## config.mk

```make
export PLATFORM = sky130hd
export DESIGN_NAME = ooo_core
export DESIGN_NICKNAME = d
export VERILOG_FILES = /design/src/source/ooo_pkg.sv /design/src/source/register_map.sv /design/src/source/reorder_buffer.sv /design/src/source/dispatcher.sv /design/src/source/reservation_station.sv /design/src/source/cdb_arbiter.sv /design/src/source/ooo_core.sv
export SDC_FILE = /design/constraint.sdc
export NUM_CORES = 2
export LEC_CHECK = 0
export ABC_AREA = 0
export BUFFER_PORTS_ARGS = -buffer_cell sky130_fd_sc_hd__buf_4
export CORE_UTILIZATION = 59
export CTS_BUF_LIST = sky130_fd_sc_hd__clkbuf_8
export CTS_CLUSTER_DIAMETER = 50
export CTS_CLUSTER_SIZE = 40
export DETAILED_ROUTE_END_ITERATION = 10
export PLACE_DENSITY = 0.77
export SKIP_CTS_REPAIR_TIMING = 1
export SYNTH_ARGS = -nofsm -noshare
export SYNTH_HDL_FRONTEND = slang
export SYNTH_SLANG_ARGS = --single-unit
```

## constraint.sdc

```tcl
create_clock -name clk -period 5.6 [get_ports clk]
set_input_delay 1.12 -clock clk [delete_from_list [all_inputs] [get_ports clk]]
set_output_delay 1.12 -clock clk [all_outputs]
set_load 0.02 [all_outputs]
```

## src/source/ooo_pkg.sv

```systemverilog
// Shared widths, operation codes and bus structs for the out-of-order backend
// Every RTL block imports this package and the testbench uses the same types
package ooo_pkg;

    localparam int data_width     = 32;
    localparam int reg_count      = 16;
    localparam int rob_depth      = 8;
    localparam int rs_count       = 4;
    localparam int tag_width      = $clog2(rob_depth);
    localparam int reg_addr_width = $clog2(reg_count);

    // A li is finished at dispatch, beq redirects when its operands match
    typedef enum logic [2:0] {
        op_li,
        op_add,
        op_sub,
        op_and,
        op_xor,
        op_beq
    } rob_op_t;

    // Decoded instruction where imm doubles as the branch target for beq
    typedef struct packed {
        rob_op_t                   op;
        logic [reg_addr_width-1:0] rdest;
        logic [reg_addr_width-1:0] rsrc1;
        logic [reg_addr_width-1:0] rsrc2;
        logic [data_width-1:0]     iaddr;
        logic [data_width-1:0]     imm;
    } inst_t;

    // A source operand is either ready with data or waiting on a tag
    typedef struct packed {
        logic [data_width-1:0] data;
        logic [tag_width-1:0]  tag;
        logic                  rdy;
    } operand_t;

    typedef struct packed {
        rob_op_t               op;
        logic [tag_width-1:0]  tag;
        operand_t [1:0]        src;
        logic [data_width-1:0] imm;
    } issue_t;

    // Common data bus broadcast
    typedef struct packed {
        logic                  en;
        logic [tag_width-1:0]  tag;
        logic [data_width-1:0] data;
        logic                  redirect;
        logic [data_width-1:0] addr;
    } cdb_t;

    typedef struct packed {
        logic                      en;
        logic [reg_addr_width-1:0] rdest;
        logic [data_width-1:0]     data;
        logic [data_width-1:0]     iaddr;
    } retire_t;

endpackage

```

## src/source/register_map.sv

```systemverilog
// Architectural register file with a rename tag and ready bit per register
// Renamed by the dispatcher, written back by the re-order buffer at retirement
module register_map (
    input  logic                               clk,
    input  logic                               n_rst,
    input  logic [ooo_pkg::reg_addr_width-1:0] rsrc [2],
    output ooo_pkg::operand_t                  src_map [2],
    input  logic                               tag_wr_en,
    input  logic [ooo_pkg::reg_addr_width-1:0] tag_wr_rdest,
    input  logic [ooo_pkg::tag_width-1:0]      tag_wr_tag,
    input  ooo_pkg::retire_t                   retire,
    input  logic [ooo_pkg::tag_width-1:0]      retire_tag,
    input  logic                               flush
);
    import ooo_pkg::*;

    logic [data_width-1:0] reg_data [reg_count];
    logic [tag_width-1:0]  reg_tag  [reg_count];
    logic                  reg_rdy  [reg_count];

    // Both source lookups are answered in the same cycle
    always_comb begin
        for (int i = 0; i < 2; i++) begin
            src_map[i].data = reg_data[rsrc[i]];
            src_map[i].tag  = reg_tag[rsrc[i]];
            src_map[i].rdy  = reg_rdy[rsrc[i]];
        end
    end

    always_ff @(posedge clk, negedge n_rst) begin
        if (!n_rst) begin
            for (int i = 0; i < reg_count; i++) begin
                reg_data[i] <= '0;
                reg_tag[i]  <= '0;
                reg_rdy[i]  <= 1'b1;
            end
        end else begin
            if (retire.en) begin
                reg_data[retire.rdest] <= retire.data;
            end
            for (int i = 0; i < reg_count; i++) begin
                // After a flush nothing is in flight, so the stored values are the truth
                if (flush) begin
                    reg_rdy[i] <= 1'b1;
                end else if (tag_wr_en && tag_wr_rdest == reg_addr_width'(i)) begin
                    reg_tag[i] <= tag_wr_tag;
                    reg_rdy[i] <= 1'b0;
                end else if (retire.en && retire.rdest == reg_addr_width'(i)
                             && reg_tag[i] == retire_tag) begin
                    // Only the youngest writer of a register may mark it ready
                    reg_rdy[i] <= 1'b1;
                end
            end
        end
    end

endmodule

```

## src/source/reorder_buffer.sv

```systemverilog
// Circular buffer of in-flight instructions that retires them in program order
// It also resolves source operands at dispatch and flushes on a taken branch
module reorder_buffer (
    input  logic                           clk,
    input  logic                           n_rst,
    input  logic                           alloc_en,
    input  ooo_pkg::inst_t                 inst,
    output logic [ooo_pkg::tag_width-1:0]  tail_tag,
    output logic                           full,
    input  ooo_pkg::operand_t              src_map [2],
    output ooo_pkg::operand_t              src_lookup [2],
    input  ooo_pkg::cdb_t                  cdb,
    output ooo_pkg::retire_t               retire,
    output logic [ooo_pkg::tag_width-1:0]  retire_tag,
    output logic                           redirect,
    output logic [ooo_pkg::data_width-1:0] redirect_addr
);
    import ooo_pkg::*;

    // One in-flight instruction whose addr holds the branch target
    typedef struct packed {
        logic                      rdy;
        logic                      redirect;
        logic [data_width-1:0]     addr;
        logic [data_width-1:0]     data;
        logic [data_width-1:0]     iaddr;
        logic [reg_addr_width-1:0] rdest;
    } rob_entry_t;

    rob_entry_t entries [rob_depth];

    // Pointers carry an extra wrap bit to tell full from empty
    logic [tag_width:0]   head;
    logic [tag_width:0]   tail;
    logic [tag_width-1:0] head_addr;
    logic [tag_width-1:0] tail_addr;
    logic                 empty;
    logic                 head_done;
    rob_entry_t           head_entry;

    assign head_addr = head[tag_width-1:0];
    assign tail_addr = tail[tag_width-1:0];
    assign empty     = (head == tail);
    assign full      = (tail == {~head[tag_width], head_addr});
    assign tail_tag  = tail_addr;

    assign head_entry = entries[head_addr];
    assign head_done  = head_entry.rdy && !empty;

    // A finished head either retires or, as a taken branch, flushes everything
    assign redirect      = head_done && head_entry.redirect;
    assign redirect_addr = head_entry.addr;
    assign retire.en     = head_done && !head_entry.redirect;
    assign retire.rdest  = head_entry.rdest;
    assign retire.data   = head_entry.data;
    assign retire.iaddr  = head_entry.iaddr;
    assign retire_tag    = head_addr;

    // Ready register data wins, then a same-cycle broadcast, then the entry itself
    always_comb begin
        for (int i = 0; i < 2; i++) begin
            if (src_map[i].rdy) begin
                src_lookup[i] = src_map[i];
            end else if (cdb.en && cdb.tag == src_map[i].tag) begin
                src_lookup[i].data = cdb.data;
                src_lookup[i].tag  = cdb.tag;
                src_lookup[i].rdy  = 1'b1;
            end else begin
                src_lookup[i].data = entries[src_map[i].tag].data;
                src_lookup[i].tag  = src_map[i].tag;
                src_lookup[i].rdy  = entries[src_map[i].tag].rdy;
            end
        end
    end

    // Dispatch fills the tail entry, otherwise a broadcast completes its entry
    always_ff @(posedge clk) begin
        for (int i = 0; i < rob_depth; i++) begin
            if (alloc_en && tail_addr == tag_width'(i)) begin
                entries[i].rdy      <= (inst.op == op_li);
                entries[i].redirect <= 1'b0;
                entries[i].addr     <= inst.imm;
                entries[i].data     <= inst.imm;
                entries[i].iaddr    <= inst.iaddr;
                entries[i].rdest    <= inst.rdest;
            end else if (cdb.en && cdb.tag == tag_width'(i)) begin
                entries[i].rdy      <= 1'b1;
                entries[i].redirect <= cdb.redirect;
                entries[i].addr     <= cdb.addr;
                entries[i].data     <= cdb.data;
            end
        end
    end

    always_ff @(posedge clk, negedge n_rst) begin
        if (!n_rst) begin
            head <= '0;
            tail <= '0;
        end else if (redirect) begin
            head <= '0;
            tail <= '0;
        end else begin
            if (alloc_en) begin
                tail <= tail + 1'b1;
            end
            if (retire.en) begin
                head <= head + 1'b1;
            end
        end
    end

endmodule

```

## src/source/dispatcher.sv

```systemverilog
// Accepts one decoded instruction per cycle and hands it to a free station
// Back-pressure comes from a full buffer, busy stations or a flush
module dispatcher (
    input  logic                               clk,
    input  logic                               n_rst,
    input  ooo_pkg::inst_t                     inst,
    input  logic                               inst_valid,
    output logic                               inst_ready,
    input  logic                               rob_full,
    input  logic [ooo_pkg::tag_width-1:0]      rob_tag,
    input  ooo_pkg::operand_t                  src_lookup [2],
    output logic [ooo_pkg::reg_addr_width-1:0] rsrc [2],
    input  logic [ooo_pkg::rs_count-1:0]       rs_busy,
    output ooo_pkg::issue_t                    issue,
    output logic [ooo_pkg::rs_count-1:0]       issue_en,
    output logic                               alloc_en,
    input  logic                               flush
);
    import ooo_pkg::*;

    logic                started;
    logic                is_li;
    logic                any_free;
    logic [rs_count-1:0] free_sel;

    // Holds off the first cycle after reset
    always_ff @(posedge clk, negedge n_rst) begin
        if (!n_rst) begin
            started <= 1'b0;
        end else begin
            started <= 1'b1;
        end
    end

    // Lowest-numbered idle station wins
    always_comb begin
        free_sel = '0;
        for (int i = rs_count - 1; i >= 0; i--) begin
            if (!rs_busy[i]) begin
                free_sel    = '0;
                free_sel[i] = 1'b1;
            end
        end
    end

    assign any_free = |free_sel;
    assign is_li    = (inst.op == op_li);

    // A li never needs a station since it finishes in the buffer
    assign inst_ready = started && !rob_full && !flush && (is_li || any_free);
    assign alloc_en   = inst_valid && inst_ready;
    assign issue_en   = (alloc_en && !is_li) ? free_sel : '0;

    assign rsrc[0] = inst.rsrc1;
    assign rsrc[1] = inst.rsrc2;

    assign issue.op     = inst.op;
    assign issue.tag    = rob_tag;
    assign issue.src[0] = src_lookup[0];
    assign issue.src[1] = src_lookup[1];
    assign issue.imm    = inst.imm;

endmodule

```

## src/source/reservation_station.sv

```systemverilog
// One reservation station that waits for operands, executes and holds its result
// The result stays on offer to the data bus arbiter until it is granted
module reservation_station (
    input  logic            clk,
    input  logic            n_rst,
    input  ooo_pkg::issue_t issue,
    input  logic            issue_en,
    input  ooo_pkg::cdb_t   cdb,
    input  logic            grant,
    input  logic            flush,
    output logic            busy,
    output logic            done,
    output ooo_pkg::cdb_t   result
);
    import ooo_pkg::*;

    rob_op_t               op;
    logic [tag_width-1:0]  tag;
    operand_t [1:0]        src;
    logic [data_width-1:0] imm;
    logic                  operands_rdy;

    // The result is computed from the held operands and then registered
    logic [data_width-1:0] alu_data;
    logic                  alu_redirect;
    logic [data_width-1:0] res_data;
    logic                  res_redirect;
    logic [data_width-1:0] res_addr;

    assign operands_rdy = src[0].rdy && src[1].rdy;

    always_comb begin
        alu_data     = '0;
        alu_redirect = 1'b0;
        case (op)
            op_add:  alu_data = src[0].data + src[1].data;
            op_sub:  alu_data = src[0].data - src[1].data;
            op_and:  alu_data = src[0].data & src[1].data;
            op_xor:  alu_data = src[0].data ^ src[1].data;
            // Branch writes zero and redirects only when taken
            op_beq:  alu_redirect = (src[0].data == src[1].data);
            default: alu_data = '0;
        endcase
    end

    always_ff @(posedge clk, negedge n_rst) begin
        if (!n_rst) begin
            busy <= 1'b0;
            done <= 1'b0;
        end else if (flush || grant) begin
            busy <= 1'b0;
            done <= 1'b0;
        end else if (issue_en) begin
            busy <= 1'b1;
            done <= 1'b0;
        end else if (busy && operands_rdy) begin
            done <= 1'b1;
        end
    end

    always_ff @(posedge clk) begin
        if (issue_en) begin
            op  <= issue.op;
            tag <= issue.tag;
            src <= issue.src;
            imm <= issue.imm;
        end else begin
            // Snoop the bus for any operand still waiting on its tag
            for (int i = 0; i < 2; i++) begin
                if (!src[i].rdy && cdb.en && cdb.tag == src[i].tag) begin
                    src[i].data <= cdb.data;
                    src[i].rdy  <= 1'b1;
                end
            end
        end
        if (busy && operands_rdy && !done) begin
            res_data     <= alu_data;
            res_redirect <= alu_redirect;
            res_addr     <= imm;
        end
    end

    // The arbiter supplies the enable for whichever station it picks
    assign result.en       = 1'b0;
    assign result.tag      = tag;
    assign result.data     = res_data;
    assign result.redirect = res_redirect;
    assign result.addr     = res_addr;

endmodule

```

## src/source/cdb_arbiter.sv

```systemverilog
// Picks one finished station per cycle and drives its result on the data bus
// Fixed priority lets the lowest-numbered station always win
module cdb_arbiter (
    input  logic [ooo_pkg::rs_count-1:0] done,
    input  ooo_pkg::cdb_t                results [ooo_pkg::rs_count],
    output logic [ooo_pkg::rs_count-1:0] grant,
    output ooo_pkg::cdb_t                cdb
);
    import ooo_pkg::*;

    // Scanning downward lets the lowest done station overwrite the others
    always_comb begin
        grant = '0;
        cdb   = '0;
        for (int i = rs_count - 1; i >= 0; i--) begin
            if (done[i]) begin
                grant    = '0;
                grant[i] = 1'b1;
                cdb      = results[i];
                cdb.en   = 1'b1;
            end
        end
    end

endmodule

```

## src/source/ooo_core.sv

```systemverilog
// Top level of the out-of-order backend
// Connects dispatch, renaming, the re-order buffer and the station bank
module ooo_core (
    input  logic                           clk,
    input  logic                           n_rst,
    input  ooo_pkg::inst_t                 inst,
    input  logic                           inst_valid,
    output logic                           inst_ready,
    output ooo_pkg::retire_t               retire,
    output logic                           redirect,
    output logic [ooo_pkg::data_width-1:0] redirect_addr
);
    import ooo_pkg::*;

    logic [reg_addr_width-1:0] rsrc [2];
    operand_t                  src_map [2];
    operand_t                  src_lookup [2];
    logic                      rob_full;
    logic [tag_width-1:0]      rob_tag;
    logic [tag_width-1:0]      retire_tag;
    logic                      alloc_en;
    issue_t                    issue;
    logic [rs_count-1:0]       issue_en;
    logic [rs_count-1:0]       rs_busy;
    logic [rs_count-1:0]       rs_done;
    logic [rs_count-1:0]       rs_grant;
    cdb_t                      rs_result [rs_count];
    cdb_t                      cdb;

    dispatcher u_dispatcher (
        .clk        (clk),
        .n_rst      (n_rst),
        .inst       (inst),
        .inst_valid (inst_valid),
        .inst_ready (inst_ready),
        .rob_full   (rob_full),
        .rob_tag    (rob_tag),
        .src_lookup (src_lookup),
        .rsrc       (rsrc),
        .rs_busy    (rs_busy),
        .issue      (issue),
        .issue_en   (issue_en),
        .alloc_en   (alloc_en),
        .flush      (redirect)
    );

    // The rename write targets the destination with the freshly allocated tag
    register_map u_register_map (
        .clk          (clk),
        .n_rst        (n_rst),
        .rsrc         (rsrc),
        .src_map      (src_map),
        .tag_wr_en    (alloc_en),
        .tag_wr_rdest (inst.rdest),
        .tag_wr_tag   (rob_tag),
        .retire       (retire),
        .retire_tag   (retire_tag),
        .flush        (redirect)
    );

    reorder_buffer u_reorder_buffer (
        .clk           (clk),
        .n_rst         (n_rst),
        .alloc_en      (alloc_en),
        .inst          (inst),
        .tail_tag      (rob_tag),
        .full          (rob_full),
        .src_map       (src_map),
        .src_lookup    (src_lookup),
        .cdb           (cdb),
        .retire        (retire),
        .retire_tag    (retire_tag),
        .redirect      (redirect),
        .redirect_addr (redirect_addr)
    );

    cdb_arbiter u_cdb_arbiter (
        .done    (rs_done),
        .results (rs_result),
        .grant   (rs_grant),
        .cdb     (cdb)
    );

    for (genvar i = 0; i < rs_count; i++) begin : g_rs
        reservation_station u_rs (
            .clk      (clk),
            .n_rst    (n_rst),
            .issue    (issue),
            .issue_en (issue_en[i]),
            .cdb      (cdb),
            .grant    (rs_grant[i]),
            .flush    (redirect),
            .busy     (rs_busy[i]),
            .done     (rs_done[i]),
            .result   (rs_result[i])
        );
    end

endmodule

```

== Word level (Yosys, flattened, before mapping) ==
Memories as Yosys holds them, arrays and structs flattened.
Index checks and enable logic that the tools add are counted.

* Multiplexer cells: 214
* Bitwise logic cells: 45
* Reductions and logical operators: 181
* Magnitude comparators: 4
* Add/subtract/negate cells: 10
* Eq/ne operators: 96

{| class="wikitable"
|+ Operator list
! cell !! count
|-
| $mux 32 || 33
|-
| $bwmux 512 || 1
|-
| $pmux 32 s4 || 4
|-
| $mux 69 || 4
|-
| $bmux 32 s4 || 2
|-
| $mux 36 || 4
|-
| $mux 1 || 140
|-
| $mux 33 || 4
|-
| $add 32x32->32 || 4
|-
| $and 32x32->32 || 4
|-
| $demux 32 s4 || 1
|-
| $eq 32x32->1 || 4
|-
| $sub 32x32->32 || 4
|-
| $xor 32x32->32 || 4
|-
| $logic_and 1x1->1 || 103
|-
| $eq 3x3->1 || 26
|-
| $eq 4x4->1 const B || 16
|-
| $reduce_bool 3->1 || 20
|-
| $mux 4 || 13
|-
| $eq 3x3->1 const B || 16
|-
| $eq 3x2->1 const B || 12
|-
| $eq 4x3->1 const B || 8
|-
| $or 1x1->1 || 32
|-
| $reduce_and 2->1 || 16
|-
| other kinds (18) || 75
|}

* Logic and storage cells: 658
* Memories kept: 1
* Flip-flop bits (word level): 1293
* Output and inout bits: 103
* Bits in writable memories: 816
* Bits of input ports: 82

{| class="wikitable"
|+ Memories
! name !! depth !! width !! rd ports !! clocked after memory_dff !! write ports !! line !! RTL
|-
| u_reorder_buffer.entries || 8 || 102 || 3 || 0 || 8 || reorder_buffer.sv:30 || <nowiki>rob_entry_t entries [rob_depth];</nowiki>
|}

== Logic depth before layout (Yosys ltp) ==
* Word-level depth: 12
* Mapped depth: 14
* Mapped depth without buffers: 13

== By module ==
Synthesis repeated with hierarchy kept, for this count alone.

* Cells, all modules: 9087
* Area, all modules: 118158.3 µm²

{| class="wikitable"
|+ By module, submodules not included
! module !! times used !! cells each !! seq. area each (µm²) !! area each (µm²)
|-
| reorder_buffer || 1 || 2492 || 24693.7 || 42523.3
|-
| reservation_station || 4 || 1058 || 5305.1 || 10626.4
|-
| register_map || 1 || 1979 || 14433.8 || 30367.9
|-
| cdb_arbiter || 1 || 251 || 0.0 || 1751.7
|-
| dispatcher || 1 || 133 || 25.0 || 1009.7
|}

== Least setup slack after synthesis ==
OpenSTA, ideal clock, no wires.

* Kind: reg2reg
* From: register g_rs[1].u_rs.done
* To: register g_rs[1].u_rs.res_addr[0] (enable)
* Library setup time: 0.570 ns
* Required time: 5.030 ns
* Clock period less this slack: 6.148 ns
* Slack: -0.548 ns
* Data arrival time: 5.578 ns
* Path buffers: 3
* Stages on the path, launching flop included: 5
* Cells stage by stage: dfrtp_1 -> clkbuf_1 -> buf_1 -> clkbuf_1 -> nor3_1

* Cells in the longest elaborated chain, start to end: 2

{| class="wikitable"
|+ RTL lines
! what !! line !! RTL
|-
| start, declared || reservation_station.sv:12 || <nowiki>output logic done,</nowiki>
|-
| start signal, assigned || reservation_station.sv:49 || <nowiki>done <= 1'b0;</nowiki>
|-
| start signal, assigned || reservation_station.sv:52 || <nowiki>done <= 1'b0;</nowiki>
|-
| start signal, assigned || reservation_station.sv:55 || <nowiki>done <= 1'b0;</nowiki>
|-
| $logic_not 1->1 || reservation_station.sv:76 || <nowiki>if (busy && operands_rdy && !done) begin</nowiki>
|-
| $logic_and 1x1->1 || reservation_station.sv:76 ||
|-
| end signal, assigned || reservation_station.sv:79 || <nowiki>res_addr <= imm;</nowiki>
|-
| end, declared || reservation_station.sv:28 || <nowiki>logic [data_width-1:0] res_addr;</nowiki>
|}

Every way passes these cells.
A chain may end at the register's enable or synchronous reset.

==> impl_results.md <==
- Via-to-Cell Ratio: 7.116
- Crit path capture type: output pin
- Worst EP required: 4.48 ns
- CORE AREA: 190000 um^2
- Post-synth EDFFs: 1515
- Seq/Total Area, Yosys: 53.52%
- Final setup viols: 0
- Placer Congestion: 1.076
- Post-synth top area share: 40.33%
- Die area: 192900 um^2
- WL/cell: 33.70 um
- Residual DRC: 2
- Max-Slew Margin vs Limit: 9.152%
- Highest Clock Rate: 0.1853 GHz
- Largest family of logic cells by synthesized area: multiplexers
- Switching pwr: 0.02833 W
- Clk root buf: clkbuf_8
- Hold crit path type: in -> async
- I/O Pins: 185
- Mapped Nets: 9526
- Lkg Pwr: 43.96 nW
- Post-DRT Antenna Nets: 0
- Area leader, netlist: edfxtp_1
- Util after Layout: 64.27%
- CTS clk-pin slew, worst paths: 0.14 ns
- Routing usage on met2: 61.81%
- Post-Synth Simple-Gate Area: 7.820%
- Internal power: 0.03734 W
- Met1 Track Usage GR: 50.45%
- Syn Area/Cell: 12.30 um^2
- Final Hold Vio Count: 0
- Initial antenna violation count: 20
- Layout cell share with drive strength beyond 1: 20.55%
- Port Buffers: 184
- Routing usage on met3: 11.53%
- Clock power frac: 16.0%
- Failing checks: design-rule violations
- Post-synth ARST share: 28.12%
- Gate Count Post-Synth: 9173
- Worst-Skew Late Latency: 1.08 ns
- Multi-input gate area: 48870 um^2
- First-pass GRT wire length: 567400 um
- Number of fill cells: 13830
- Post-Syn Area: 112800 um^2
- CP Max Fanout: 96
- Post-synthesis xor/xnor area fraction: 1.630%
- Worst Setup Start Kind: flip-flop
- RSZ-0062 raised after global routing: false
- Cell variety after synth: 90
- Largest net degree at the start of global routing: 134
- Sw Share: 43.14%
- MaxCap Viol Count: 0
- Num Clock Sinks: 2109
- Top area cells in the synthesized netlist: edfxtp_1 (40%), mux4_2 (14%), dfrtp_1 (13%)
- Vert. Die Dim: 439.3 um
- Worst-margin pin slew: 1.363 ns
- Iter 0 DRT Violations: 12510
- Prevailing post-synth register cell: edfxtp_1
- Status: complete, but fails checks
- Clock skew: 0.08714 ns
- Cell Pwr Density: 537.8 nW/um^2
- Sequential share of power: 37.7%
- CTS max path bufs: 3
- Slew Limit Fails: 0
- Hpwl dp: 282600 um
- Tcrit/Tclk final: 96.35%
- Combinational Power Share: 46.3%
- H-tree levels: 4
- Leading cell type in the layout, fill and taps excluded: edfxtp_1
- Min Hold Slack: 0.1242 ns
- Global route total overflow: 0
- Mux cell area share after synthesis: 15.99%
- Reg2Reg Depth: 13
- Die X: 439.3 um
- Critical path class: reg -> out
- Reg area: 60390 um^2
- Most frequent cells in the layout: edfxtp_1 (1515), a21oi_1 (1111), nor2_1 (695)
- CTS tree: built
- Nets: 9397
- DRT Wirelength: 395200 um
- Maximum vdd drop: 550.9 uV
- Seq cells post-synth: 2109
- Design area: 122100 um^2
- Most Used Layer, Global Route: met2
- Initial core utilization: 59.38%
- Tot Pwr: 0.06567 W
- Synth Area in Compound Gates: 14.22%
- Vias: 83440
- CTS Buf Count: 185
- CP arrival: 4.28 ns
- Total global-route track usage: 41.01%
- Min Tclk post-route: 5.396 ns
- YS warnings: 0
- Placed Area: 117600 um^2
- Area Growth Syn to Fin: 8.248%
- Fraction of the mapped netlist area in adder cells: 3.059%
- Row count: 160
- First-pass detailed-route iteration total: 10
- Vias in the first global route: 80660
-- sequential cells by signal, summed over array words and instances (netlist names) --
register,cells
u_reorder_buffer.tail,4
u_reorder_buffer.head,4
g_rs.u_rs.tag,12
g_rs.u_rs.imm,128
u_register_map.reg_tag,48
g_rs.u_rs.src,288
g_rs.u_rs.res_data,128
u_register_map.reg_data,512
g_rs.u_rs.res_redirect,4
u_register_map.reg_rdy,16
g_rs.u_rs.busy,4
g_rs.u_rs.op,12
g_rs.u_rs.done,4
g_rs.u_rs.res_addr,128
u_dispatcher.started,1
u_reorder_buffer.entries,816
-- synth_stat cells, types with 16 or more instances --
cell type  instances
a21o_1            56
nor2_1           704
o31ai_1           38
mux2i_1          107
clkbuf_1         587
buf_1            111
nand2_1          643
xnor2_1          153
o21a_1            31
ha_1             263
a21oi_1         1117
a221oi_1          81
buf_6             16
nand3_1           56
nor4_1            41
edfxtp_1        1515
o211ai_1          26
o21ai_0          594
o21bai_1          64
a211oi_2          34
o22ai_1           50
a21oi_2           64
nand2b_1          68
nand4_1           39
mux2_2           119
a211oi_1         123
inv_1            295
mux4_2           694
xor2_1            57
dfstp_2           16
a31oi_1           27
or2_2             19
dfrtp_1          577
or3_1             16
buf_2             49
a221o_1           23
nor2b_1          208
nor3_1           102
a22oi_1          108
and3_1            22
o221ai_1          23
-- cell type report --
cell class              count  area share (%)
clock buffers             189           2.130
inverters                 298          0.9160
well taps                2511           2.573
diodes                     10         0.02049
flip-flops and latches   2109           49.46
clock inverters           158           1.533
repair buffers            456           3.353
multi-input cells        5994           40.02
-- power groups by stage --
stage                     Combinational [W]  Sequential [W]  Clock, W
after global routing                 0.0318          0.0250    0.0111
after CTS                            0.0297          0.0246    0.0105
after global placement               0.0290          0.0246         0
after detailed placement             0.0296          0.0249         0
after floorplan                      0.0187          0.0234         0
final                                0.0304          0.0247    0.0105
-- critical path, stage by stage (launching register included) --
cell,delay [ns]
dfrtp_4,0.80
buf_12,0.43
buf_4,0.62
mux4_2,0.40
mux2i_2,0.24
buf_4,0.34
inv_1,0.07
buf_4,0.16
-- cell families (layout without fill, tap and decap cells) --
| group | Yosys count | after routing |
|---|---|---|
| AO/OA/AOI/OAI | 2624 | 2624 |
| XOR/XNOR | 210 | 210 |
| adder cells (fa/ha/maj) | 271 | 271 |
| buffers and inverters | 1070 | 1101 |
| flip-flops | 2109 | 2109 |
| multiplexers | 920 | 920 |
| other | 1 | 11 |
| AND/OR/NAND/NOR | 1968 | 1968 |
-- layer usage --
layer / routed length (um) / part of all wire (%)
met1: 134700 / 34
met2: 175800 / 44
met3: 46620 / 12
met4: 37910 / 9.6
met5: 165 / 0.042
-- final timing paths --
path,start,endpoint,slack [ns]
worst max-delay path,u_reorder_buffer.head[1]$_DFFE_PN0P_,retire[63],0.20
worst max register to register,g_rs[0].u_rs.src[40]$_DFFE_PP_,g_rs[0].u_rs.res_data[28]$_SDFFCE_PN0P_,0.68
max in group asynchronous,n_rst,u_register_map.reg_data[98]$_DFFE_PN0P_,4.15
min in group clk,inst[35],u_reorder_buffer.entries[0][7]$_DFFE_PP_,0.27
worst min-delay path,n_rst,u_register_map.reg_data[464]$_DFFE_PN0P_,0.12
worst min register to register,g_rs[3].u_rs.imm[31]$_DFFE_PP_,g_rs[3].u_rs.res_addr[31]$_DFFE_PP_,0.40
-- through the flow --
stage | instances | worst slack (ns) | setup TNS (ns)
after floorplan | 9173 | 0.3449 | 0
after global placement | 11370 | 0.6001 | 0
after detailed placement | 11370 | 0.5907 | 0
after CTS | 11710 | -0.2518 | -1.104
after global routing | 11720 | 0.04672 | 0
final | 11730 | 0.2042 | 0
Note: power is estimated with default switching activity, not from simulation.
